**src/verilog/pmu_pkg.sv**
```systemverilog
//----------------------------------------
// PMU shared definitions
// Register map, configuration bit positions,
// AXI4-Lite channel structs and the internal
// counter, load and configuration types
//----------------------------------------
package pmu_pkg;

    //----------------------------------------
    // Sizes
    //----------------------------------------
    localparam int REG_WIDTH = 32;
    localparam int N_COUNTERS = 9;
    localparam int ADDR_WIDTH = 8;
    // Byte address minus the two offset bits
    localparam int WORD_IDX_WIDTH = ADDR_WIDTH - 2;
    // Index of one counter
    localparam int CNT_IDX_WIDTH = $clog2(N_COUNTERS);
    // Quota walker also needs one extra compare step
    localparam int QUOTA_STEP_WIDTH = $clog2(N_COUNTERS + 1);

    //----------------------------------------
    // Register map, word indexes
    //----------------------------------------
    localparam logic [WORD_IDX_WIDTH-1:0] REG_CFG = 6'd0;
    localparam logic [WORD_IDX_WIDTH-1:0] REG_COUNTER_BASE = 6'd1;
    localparam logic [WORD_IDX_WIDTH-1:0] REG_COUNTER_LAST =
        WORD_IDX_WIDTH'(REG_COUNTER_BASE + N_COUNTERS - 1);
    localparam logic [WORD_IDX_WIDTH-1:0] REG_OVF_MASK = 6'd10;
    // Read only, written by hardware
    localparam logic [WORD_IDX_WIDTH-1:0] REG_OVF_VECT = 6'd11;
    localparam logic [WORD_IDX_WIDTH-1:0] REG_QUOTA_MASK = 6'd12;
    localparam logic [WORD_IDX_WIDTH-1:0] REG_QUOTA_LIMIT = 6'd13;

    // Configuration register bits
    localparam int CFG_EN_BIT = 0;
    localparam int CFG_SOFTRST_BIT = 1;
    localparam int CFG_OVF_EN_BIT = 2;
    localparam int CFG_OVF_SOFTRST_BIT = 3;
    localparam int CFG_QUOTA_SOFTRST_BIT = 4;
    // Two bit self-test field at 31:30
    localparam int CFG_SELFTEST_LSB = 30;

    // Self-test event sources
    typedef enum logic [1:0] {
        SELFTEST_OFF     = 2'b00,
        SELFTEST_ALL_ON  = 2'b01,
        SELFTEST_ALL_OFF = 2'b10,
        SELFTEST_ONE_ON  = 2'b11
    } selftest_e;

    // AXI response codes
    localparam logic [1:0] RESP_OKAY = 2'b00;
    localparam logic [1:0] RESP_SLVERR = 2'b10;

    //----------------------------------------
    // Types
    //----------------------------------------
    // One bit per counter, also masks and overflow vector
    typedef logic [N_COUNTERS-1:0] event_vec_t;
    typedef logic [REG_WIDTH-1:0] counter_t;
    typedef counter_t [N_COUNTERS-1:0] counter_arr_t;

    // Decoded configuration register
    typedef struct packed {
        logic      enable;
        logic      softrst;
        logic      ovf_enable;
        logic      ovf_softrst;
        logic      quota_softrst;
        selftest_e selftest;
    } pmu_cfg_t;

    // Counter write from the bus
    typedef struct packed {
        logic                     valid;
        logic [CNT_IDX_WIDTH-1:0] idx;
        counter_t                 data;
    } cnt_load_t;

    // Master to slave
    typedef struct packed {
        logic [ADDR_WIDTH-1:0]  awaddr;
        logic                   awvalid;
        logic [REG_WIDTH-1:0]   wdata;
        logic [REG_WIDTH/8-1:0] wstrb;
        logic                   wvalid;
        logic                   bready;
        logic [ADDR_WIDTH-1:0]  araddr;
        logic                   arvalid;
        logic                   rready;
    } axil_req_t;

    // Slave to master
    typedef struct packed {
        logic                 awready;
        logic                 wready;
        logic [1:0]           bresp;
        logic                 bvalid;
        logic                 arready;
        logic [REG_WIDTH-1:0] rdata;
        logic [1:0]           rresp;
        logic                 rvalid;
    } axil_rsp_t;

endpackage
```
**src/verilog/pmu_top.sv**
```systemverilog
//----------------------------------------
// PMU top level
// AXI4-Lite register file, event counter
// bank and the overflow and quota monitors
//----------------------------------------
module pmu_top (
    input  logic                clk_i,
    input  logic                rst_i,
    input  pmu_pkg::axil_req_t  axil_i,
    input  pmu_pkg::event_vec_t events_i,
    output pmu_pkg::axil_rsp_t  axil_o,
    output logic                intr_overflow_o,
    output logic                intr_quota_o
);
    import pmu_pkg::*;

    // Register file to datapath
    pmu_cfg_t   cfg;
    cnt_load_t  cnt_load;
    event_vec_t ovf_mask;
    event_vec_t quota_mask;
    counter_t   quota_limit;

    // Datapath back to register file and monitors
    counter_arr_t counters;
    event_vec_t   wrapped;
    event_vec_t   ovf_vect;

    //----------------------------------------
    // Bus slave and registers
    //----------------------------------------
    pmu_axil_regs u_regs (
        .clk_i         (clk_i),
        .rst_i         (rst_i),
        .axil_i        (axil_i),
        .counters_i    (counters),
        .ovf_vect_i    (ovf_vect),
        .axil_o        (axil_o),
        .cfg_o         (cfg),
        .cnt_load_o    (cnt_load),
        .ovf_mask_o    (ovf_mask),
        .quota_mask_o  (quota_mask),
        .quota_limit_o (quota_limit)
    );

    // Event counters
    pmu_counters u_counters (
        .clk_i      (clk_i),
        .rst_i      (rst_i),
        .cfg_i      (cfg),
        .cnt_load_i (cnt_load),
        .events_i   (events_i),
        .counters_o (counters),
        .wrapped_o  (wrapped)
    );

    //----------------------------------------
    // Monitors
    //----------------------------------------
    pmu_overflow u_overflow (
        .clk_i           (clk_i),
        .rst_i           (rst_i),
        .wrapped_i       (wrapped),
        .ovf_enable_i    (cfg.ovf_enable),
        .ovf_softrst_i   (cfg.ovf_softrst),
        .ovf_mask_i      (ovf_mask),
        .ovf_vect_o      (ovf_vect),
        .intr_overflow_o (intr_overflow_o)
    );

    pmu_quota u_quota (
        .clk_i           (clk_i),
        .rst_i           (rst_i),
        .counters_i      (counters),
        .quota_mask_i    (quota_mask),
        .quota_limit_i   (quota_limit),
        .quota_softrst_i (cfg.quota_softrst),
        .intr_quota_o    (intr_quota_o)
    );

endmodule

```
**src/verilog/pmu_quota.sv**
```systemverilog
//----------------------------------------
// PMU quota monitor
// Walks the counters one per cycle, sums
// the masked ones and compares the total
// with the limit once per round
//----------------------------------------
module pmu_quota (
    input  logic                  clk_i,
    input  logic                  rst_i,
    input  pmu_pkg::counter_arr_t counters_i,
    input  pmu_pkg::event_vec_t   quota_mask_i,
    input  pmu_pkg::counter_t     quota_limit_i,
    input  logic                  quota_softrst_i,
    output logic                  intr_quota_o
);
    import pmu_pkg::*;

    // Steps 0..N_COUNTERS-1 add, step N_COUNTERS compares
    logic [QUOTA_STEP_WIDTH-1:0] step_q;
    // One extra bit for the carry of the sum
    logic [REG_WIDTH:0]          sum_q;
    logic                        intr_q;
    logic                        cmp_step;
    counter_t                    addend;

    //----------------------------------------
    // Current counter contribution
    //----------------------------------------
    always_comb begin
        cmp_step = (step_q == QUOTA_STEP_WIDTH'(N_COUNTERS));
        addend = '0;
        if (!cmp_step && quota_mask_i[step_q]) begin
            addend = counters_i[step_q];
        end
    end

    //----------------------------------------
    // Walker, accumulator and sticky flag
    //----------------------------------------
    always_ff @(posedge clk_i) begin
        if (rst_i || quota_softrst_i) begin
            step_q <= '0;
            sum_q <= '0;
            intr_q <= 1'b0;
        end else if (cmp_step) begin
            // End of round, restart from counter 0
            step_q <= '0;
            sum_q <= '0;
            if (sum_q > {1'b0, quota_limit_i}) begin
                intr_q <= 1'b1;
            end
        end else begin
            step_q <= step_q + 1'b1;
            sum_q <= sum_q + (REG_WIDTH + 1)'(addend);
        end
    end

    assign intr_quota_o = intr_q;

endmodule

```
**src/verilog/pmu_overflow.sv**
```systemverilog
//----------------------------------------
// PMU overflow monitor
// Sticky record of wrapped counters and
// the registered, masked interrupt
//----------------------------------------
module pmu_overflow (
    input  logic                clk_i,
    input  logic                rst_i,
    input  pmu_pkg::event_vec_t wrapped_i,
    input  logic                ovf_enable_i,
    input  logic                ovf_softrst_i,
    input  pmu_pkg::event_vec_t ovf_mask_i,
    output pmu_pkg::event_vec_t ovf_vect_o,
    output logic                intr_overflow_o
);
    import pmu_pkg::*;

    event_vec_t vect_q;
    logic       intr_q;

    //----------------------------------------
    // Sticky overflow vector
    //----------------------------------------
    // Bits only set while enabled, cleared by soft reset
    always_ff @(posedge clk_i) begin
        if (rst_i || ovf_softrst_i) begin
            vect_q <= '0;
        end else if (ovf_enable_i) begin
            vect_q <= vect_q | wrapped_i;
        end
    end

    //----------------------------------------
    // Interrupt
    //----------------------------------------
    // Follows the masked vector one cycle later
    always_ff @(posedge clk_i) begin
        if (rst_i) begin
            intr_q <= 1'b0;
        end else begin
            intr_q <= |(vect_q & ovf_mask_i);
        end
    end

    assign ovf_vect_o = vect_q;
    assign intr_overflow_o = intr_q;

endmodule

```
**src/verilog/pmu_counters.sv**
```systemverilog
//----------------------------------------
// PMU event counter bank
// Picks events from the inputs or a
// self-test pattern, counts them, applies
// bus loads and soft reset, flags wraps
//----------------------------------------
module pmu_counters (
    input  logic                  clk_i,
    input  logic                  rst_i,
    input  pmu_pkg::pmu_cfg_t     cfg_i,
    input  pmu_pkg::cnt_load_t    cnt_load_i,
    input  pmu_pkg::event_vec_t   events_i,
    output pmu_pkg::counter_arr_t counters_o,
    output pmu_pkg::event_vec_t   wrapped_o
);
    import pmu_pkg::*;

    event_vec_t   ev_sel;
    event_vec_t   load_hit;
    event_vec_t   step;
    counter_arr_t cnt_q;

    //----------------------------------------
    // Self-test event selection
    //----------------------------------------
    always_comb begin
        case (cfg_i.selftest)
            SELFTEST_OFF:     ev_sel = events_i;
            SELFTEST_ALL_ON:  ev_sel = '1;
            SELFTEST_ALL_OFF: ev_sel = '0;
            // Only event 0 stays high
            SELFTEST_ONE_ON:  ev_sel = {{(N_COUNTERS-1){1'b0}}, 1'b1};
            default:          ev_sel = events_i;
        endcase
    end

    //----------------------------------------
    // Per counter step decision
    //----------------------------------------
    always_comb begin
        for (int i = 0; i < N_COUNTERS; i++) begin
            load_hit[i] = cnt_load_i.valid && (cnt_load_i.idx == CNT_IDX_WIDTH'(i));
            // Load and soft reset both beat counting
            step[i] = cfg_i.enable && ev_sel[i] && !load_hit[i] && !cfg_i.softrst;
            // All ones about to roll over to zero
            wrapped_o[i] = step[i] && (cnt_q[i] == '1);
        end
    end

    //----------------------------------------
    // Counter registers
    //----------------------------------------
    always_ff @(posedge clk_i) begin
        if (rst_i || cfg_i.softrst) begin
            cnt_q <= '0;
        end else begin
            for (int i = 0; i < N_COUNTERS; i++) begin
                if (load_hit[i]) begin
                    cnt_q[i] <= cnt_load_i.data;
                end else if (step[i]) begin
                    cnt_q[i] <= cnt_q[i] + 1'b1;
                end
            end
        end
    end

    assign counters_o = cnt_q;

endmodule

```
**src/verilog/pmu_axil_regs.sv**
```systemverilog
//----------------------------------------
// PMU AXI4-Lite register file
// Slave for both bus channels, holds the
// configuration, mask and limit registers,
// turns counter writes into load requests
// and multiplexes read data
//----------------------------------------
module pmu_axil_regs (
    input  logic                  clk_i,
    input  logic                  rst_i,
    input  pmu_pkg::axil_req_t    axil_i,
    input  pmu_pkg::counter_arr_t counters_i,
    input  pmu_pkg::event_vec_t   ovf_vect_i,
    output pmu_pkg::axil_rsp_t    axil_o,
    output pmu_pkg::pmu_cfg_t     cfg_o,
    output pmu_pkg::cnt_load_t    cnt_load_o,
    output pmu_pkg::event_vec_t   ovf_mask_o,
    output pmu_pkg::event_vec_t   quota_mask_o,
    output pmu_pkg::counter_t     quota_limit_o
);
    import pmu_pkg::*;

    // Software visible registers
    logic [REG_WIDTH-1:0] cfg_q;
    event_vec_t           ovf_mask_q;
    event_vec_t           quota_mask_q;
    counter_t             quota_limit_q;

    // Write channel state
    logic                      bvalid_q;
    logic [1:0]                bresp_q;
    logic [WORD_IDX_WIDTH-1:0] wr_idx;
    logic                      wr_fire;
    logic                      wr_is_cnt;
    logic                      wr_ok;

    // Pending counter load
    logic                     load_valid_q;
    logic [CNT_IDX_WIDTH-1:0] load_idx_q;
    counter_t                 load_data_q;

    // Read channel state
    logic                      rvalid_q;
    logic [1:0]                rresp_q;
    logic [REG_WIDTH-1:0]      rdata_q;
    logic [WORD_IDX_WIDTH-1:0] rd_idx;
    logic                      rd_fire;
    logic                      rd_ok;
    logic [REG_WIDTH-1:0]      rd_word;

    // Word index falls in the counter window
    function automatic logic is_counter(input logic [WORD_IDX_WIDTH-1:0] idx);
        return (idx >= REG_COUNTER_BASE) && (idx <= REG_COUNTER_LAST);
    endfunction

    //----------------------------------------
    // Write channel
    //----------------------------------------
    assign wr_idx = axil_i.awaddr[ADDR_WIDTH-1:2];
    // Address and data taken together, one response at a time
    assign wr_fire = axil_i.awvalid && axil_i.wvalid && !bvalid_q;
    assign wr_is_cnt = is_counter(wr_idx);
    // Overflow vector is read only
    assign wr_ok = wr_is_cnt || (wr_idx == REG_CFG) || (wr_idx == REG_OVF_MASK)
                || (wr_idx == REG_QUOTA_MASK) || (wr_idx == REG_QUOTA_LIMIT);

    always_ff @(posedge clk_i) begin
        if (rst_i) begin
            cfg_q <= '0;
            ovf_mask_q <= '0;
            quota_mask_q <= '0;
            quota_limit_q <= '0;
            bvalid_q <= 1'b0;
            load_valid_q <= 1'b0;
        end else begin
            // Load strobe lives for the cycle after the handshake
            load_valid_q <= wr_fire && wr_is_cnt;
            if (wr_fire) begin
                bvalid_q <= 1'b1;
                case (wr_idx)
                    REG_CFG:         cfg_q <= axil_i.wdata;
                    REG_OVF_MASK:    ovf_mask_q <= axil_i.wdata[N_COUNTERS-1:0];
                    REG_QUOTA_MASK:  quota_mask_q <= axil_i.wdata[N_COUNTERS-1:0];
                    REG_QUOTA_LIMIT: quota_limit_q <= axil_i.wdata;
                    default: ;
                endcase
            end else if (axil_i.bready) begin
                bvalid_q <= 1'b0;
            end
        end
    end

    // Response code and load payload
    always_ff @(posedge clk_i) begin
        if (wr_fire) begin
            bresp_q <= wr_ok ? RESP_OKAY : RESP_SLVERR;
            load_idx_q <= CNT_IDX_WIDTH'(wr_idx - REG_COUNTER_BASE);
            load_data_q <= axil_i.wdata;
        end
    end

    //----------------------------------------
    // Read channel
    //----------------------------------------
    assign rd_idx = axil_i.araddr[ADDR_WIDTH-1:2];
    assign rd_fire = axil_i.arvalid && !rvalid_q;

    // Current register state, zero for holes
    always_comb begin
        rd_word = '0;
        rd_ok = 1'b1;
        if (is_counter(rd_idx)) begin
            rd_word = counters_i[CNT_IDX_WIDTH'(rd_idx - REG_COUNTER_BASE)];
        end else begin
            case (rd_idx)
                REG_CFG:         rd_word = cfg_q;
                REG_OVF_MASK:    rd_word = REG_WIDTH'(ovf_mask_q);
                REG_OVF_VECT:    rd_word = REG_WIDTH'(ovf_vect_i);
                REG_QUOTA_MASK:  rd_word = REG_WIDTH'(quota_mask_q);
                REG_QUOTA_LIMIT: rd_word = quota_limit_q;
                default:         rd_ok = 1'b0;
            endcase
        end
    end

    always_ff @(posedge clk_i) begin
        if (rst_i) begin
            rvalid_q <= 1'b0;
        end else if (rd_fire) begin
            rvalid_q <= 1'b1;
        end else if (axil_i.rready) begin
            rvalid_q <= 1'b0;
        end
    end

    always_ff @(posedge clk_i) begin
        if (rd_fire) begin
            rdata_q <= rd_word;
            rresp_q <= rd_ok ? RESP_OKAY : RESP_SLVERR;
        end
    end

    //----------------------------------------
    // Outputs
    //----------------------------------------
    always_comb begin
        axil_o.awready = wr_fire;
        axil_o.wready = wr_fire;
        axil_o.bresp = bresp_q;
        axil_o.bvalid = bvalid_q;
        axil_o.arready = !rvalid_q;
        axil_o.rdata = rdata_q;
        axil_o.rresp = rresp_q;
        axil_o.rvalid = rvalid_q;
    end

    // Configuration fields
    always_comb begin
        cfg_o.enable = cfg_q[CFG_EN_BIT];
        cfg_o.softrst = cfg_q[CFG_SOFTRST_BIT];
        cfg_o.ovf_enable = cfg_q[CFG_OVF_EN_BIT];
        cfg_o.ovf_softrst = cfg_q[CFG_OVF_SOFTRST_BIT];
        cfg_o.quota_softrst = cfg_q[CFG_QUOTA_SOFTRST_BIT];
        cfg_o.selftest = selftest_e'(cfg_q[CFG_SELFTEST_LSB +: 2]);
    end

    assign cnt_load_o.valid = load_valid_q;
    assign cnt_load_o.idx = load_idx_q;
    assign cnt_load_o.data = load_data_q;
    assign ovf_mask_o = ovf_mask_q;
    assign quota_mask_o = quota_mask_q;
    assign quota_limit_o = quota_limit_q;

endmodule

```
**config.mk**
```make
export PLATFORM = sky130hd
export DESIGN_NAME = pmu_top
export DESIGN_NICKNAME = d
export VERILOG_FILES = /design/src/verilog/pmu_pkg.sv /design/src/verilog/pmu_top.sv /design/src/verilog/pmu_quota.sv /design/src/verilog/pmu_overflow.sv /design/src/verilog/pmu_counters.sv /design/src/verilog/pmu_axil_regs.sv
export SDC_FILE = /design/constraint.sdc
export NUM_CORES = 2
export LEC_CHECK = 0
export ABC_CLOCK_PERIOD_IN_PS = 9150
export BUFFER_PORTS_ARGS = -buffer_cell sky130_fd_sc_hd__buf_2
export CAP_MARGIN = 20
export CORE_ASPECT_RATIO = 0.5
export CORE_MARGIN = 5
export CORE_UTILIZATION = 60
export CTS_CLUSTER_SIZE = 24
export DETAILED_ROUTE_END_ITERATION = 16
export PLACE_DENSITY = 0.78
export SLEW_MARGIN = 25
export SYNTH_ARGS = -nofsm -noshare
export SYNTH_HDL_FRONTEND = slang
export SYNTH_SLANG_ARGS = --single-unit
```
**constraint.sdc**
```tcl
create_clock -name clk_i -period 9.15 [get_ports clk_i]
set_input_delay 1.83 -clock clk_i [delete_from_list [all_inputs] [get_ports clk_i]]
set_output_delay 1.83 -clock clk_i [all_outputs]
set_load 0.02 [all_outputs]
```
==> impl_metrics.json <==
{
  "cap_violations": 0,
  "place.gp.congestion": 0.983,
  "comb_power_share_pct": 6.8,
  "worstSetupStartpoint": "u_quota.step_q[0]$_SDFF_PP0_",
  "drc": 0,
  "wl_um": 98000,
  "viasPerCell": 6.77,
  "synth.most_common_cell": "nor2_1",
  "nets": 3482,
  "crit_chain": "buf_4, mux4_2, mux2i_1, nor2_1, a21oi_1, nor2_1, ha_1, nand2_1, nor2_1, nor4bb_1, o2111ai_1, a211oi_1, o21a_1, nor3_1",
  "r2r-end": "u_quota.sum_q[31]$_SDFF_PP0_",
  "num_rows": 57,
  "p_leak_nw": 10.9,
  "ys_ff_latch": 491,
  "crit_arrival_ns": 5.95,
  "fill_cells": 3869,
  "post_drt_wl_per_cell_um": 24.4,
  "cts-buffers-inserted": 46,
  "grt_first_pass_wirelength_um": 149000,
  "sequentialPowerShare_pct": 48.7,
  "cts-root-buf": "clkbuf_16",
  "worstSetupPathType": "flip-flop to flip-flop",
  "overflow": 0,
  "htree_levels": 2,
  "r2r_slack_ns": 3.65,
  "power_density_nw_per_um2": 146,
  "clock_latency_ns": 0.58,
  "worstHoldStart": "u_regs.cfg_q[9]$_SDFFE_PP0P_",
  "switching_share_pct": 25.1,
  "fp.dieH_um": 167,
  "netlist_instances": 3401,
  "cp-end-kind": "flip-flop",
  "cts_tree": "done",
  "synth_flop_cell": "dfxtp_1",
  "seqCellArea_sq_um": 10500,
  "core_area_sq_um": 48600,
  "port_buffers": 100,
  "hold_viol": 0,
  "period_needed_ns": 5.50,
  "cts_sinks": 491,
  "grt_usage_pct": 35.1,
  "power_frac_clock_pct": 44.5,
  "drt_iter0_drc": 3814,
  "dr.pass1.iters": 7,
  "yosysTopAreaCellShare_pct": 28.6,
  "worstMarginPinSlew_ns": 1.10,
  "path_max_fanout": 40,
  "pin_count": 111,
  "cts_setup_buffers": 0,
  "synth.cell_area_sq_um": 29500,
  "drive_gt1_share_pct": 11.7,
  "reg2regPathDepth": 14,
  "period_share_pct": 60.1,
  "fmax_mhz": 182,
  "holdPathEnd": "u_regs.cfg_q[9]$_SDFFE_PP0P_",
  "cts_hold_buf": 0,
  "fin_setup_tns_ns": 0,
  "p_sw_mw": 1.17,
  "intPower_mw": 3.48,
  "path_common_cell": "nor2_1",
  "grt_max_degree": 101,
  "ys_top_cells_by_area": "dfxtp_1 29%, mux4_2 9.9%, edfxtp_1 7.1%",
  "ir_worst_vdd_v": 0.000128,
  "synth_warnings": 0,
  "grt_pass1_vias": 25400,
  "setup_viol": 0,
  "path_delay_family": "compound AO/OA/AOI/OAI gates",
  "relSlewSlack_pct": 25.7,
  "cts_resized": 0,
  "avgSynthCellArea_sq_um": 8.68,
  "antenna_left": 0,
  "clockBufferDepth": 3,
  "critPathLaunchType": "flip-flop",
  "worst-path-buf-inv": 1,
  "max_stage_delay_ns": 0.90,
  "outcome": "complete, no violations",
  "via_count": 27200,
  "synth-edff-count": 70,
  "finalClockSkew_ns": 0.0183,
  "start_util_pct": 60.8,
  "synth_top_area_cell": "dfxtp_1",
  "maxSlewViolCount": 0,
  "clkTransAtPathRegs_ns": 0.07,
  "cpMaxStageDelayCell": "dfxtp_4",
  "ys_types": 78,
  "multi_input_area_sq_um": 17700,
  "ys_async_sr_fraction_pct": 0,
  "hold_class": "flip-flop to flip-flop",
  "dp.cells": 3929,
  "rsz0062_at_grt": "no",
  "yosysSeqAreaShare_pct": 35.7,
  "cp_data_required_time_ns": 9.61,
  "hold-path-cell-count": 2,
  "antenna_found_initial": 2,
  "synth.top_cells.by_count": "459 x nor2_1, 421 x dfxtp_1, 304 x a21oi_1, 297 x nand2_1, 203 x clkbuf_1",
  "die_w_um": 324,
  "synthToLayoutAreaGrowth_pct": 7.87,
  "die-area_sq_um": 54000,
  "final_cells": 4016,
  "dp_hpwl_um": 69900,
  "fin_total_pwr_mw": 4.65,
  "r2r_start": "u_quota.step_q[0]$_SDFF_PP0_"
}
how the worst max path moves through the flow:
stage / endpoint / cells after the start / slack (ns)
6_report: u_quota.sum_q[31]$_SDFF_PP0_ / 14 / 3.65
3_3_place_gp: u_regs.rdata_q[10]$_DFFE_PP_ / 10 / 3.48
3_5_place_dp: u_regs.rdata_q[10]$_DFFE_PP_ / 10 / 3.38
5_1_grt: u_quota.sum_q[31]$_SDFF_PP0_ / 14 / 3.29
4_1_cts: u_quota.sum_q[31]$_SDFF_PP0_ / 14 / 3.86
2_1_floorplan: u_regs.rdata_q[4]$_DFFE_PP_ / 12 / 4.24
registers in the layout (all words and copies together) (netlist names):
register,cells
u_counters.counters_o,288
u_quota.sum_q,33
u_regs.cfg_q,32
u_regs.load_data_q,32
u_regs.quota_limit_o,32
u_regs.rdata_q,32
u_overflow.ovf_vect_o,9
u_regs.ovf_mask_o,9
u_regs.quota_mask_o,9
u_quota.step_q,4
u_regs.load_idx_q,4
u_overflow.intr_overflow_o,1
u_quota.intr_quota_o,1
u_regs.bresp_q,1
u_regs.bvalid_q,1
u_regs.load_valid_q,1
u_regs.rresp_q,1
u_regs.rvalid_q,1
metrics by stage:
step	setup WS (ns)	cell area, sq um	utilization (%)	hold slack (ns)
after global routing	3.29	31800	65.5	0.476
after CTS	3.86	31800	65.4	0.456
after global placement	3.48	30200	62.2	0.441
after detailed placement	3.38	30200	62.2	0.447
after floorplan	4.24	29500	-	0.436
final	3.65	31800	65.5	0.458
worst register-to-register path, cell delays in order, from the launching register on:
cell	delay [ns]
dfxtp_4	0.90
buf_4	0.73
mux4_2	0.59
mux2i_1	0.15
nor2_1	0.05
a21oi_1	0.50
nor2_1	0.12
ha_1	0.45
nand2_1	0.08
nor2_1	0.15
nor4bb_1	0.64
o2111ai_1	0.34
a211oi_1	0.49
o21a_1	0.16
nor3_1	0.04
per-layer routing:
metal	part of all wire [%]	GRT usage [%]	vias up
met5	0.0071	0	-
met4	3.0	8.54	2
met3	17	14.9	222
met2	42	50.9	1878
met1	39	48.7	12900
li1	-	-	12200
power groups by stage:
| stage | logic, mW | clock network [mW] | registers, mW |
|---|---|---|---|
| after global routing | 0.331 | 2.16 | 2.26 |
| after detailed placement | 0.303 | 0 | 2.31 |
| after CTS | 0.305 | 2.06 | 2.26 |
| final | 0.318 | 2.07 | 2.26 |
| after global placement | 0.299 | 0 | 2.31 |
| after floorplan | 0.210 | 0 | 2.28 |
logic make-up (layout without fill, tap and decap cells):
family	after synthesis	in the layout	synth area share, %
and+or+nand+nor	1186	1186	18.7
other	1	3	0.0127
adders and majority gates	85	85	3.63
muxes	197	197	12.2
AOI/OAI and AO/OA	817	817	16.8
DFF	491	491	35.7
xor gates and xnor gates	285	285	8.46
buffers and inverters	339	303	4.47
cells in the final DEF, fill, tap and decap left out, types with 98 or more instances in the layout:
cell type	count
nand2_1	291
nor2_1	458
xor2_1	173
nand3_1	121
mux4_2	130
dfxtp_1	418
o21ai_0	196
a211oi_1	152
xnor2_1	110
buf_2	98
a21oi_1	304
final cells by class:
cell class | count | share of cell area (%)
repair buffers | 143 | 2.67
multi-input cells | 2572 | 55.8
clock inverters | 16 | 0.550
well taps | 649 | 2.55
diodes | 1 | 0.00786
flip-flops and latches | 491 | 33.1
clock buffers | 69 | 4.47
inverters | 75 | 0.884
No activity file was read; power rests on OpenSTA's default activity.
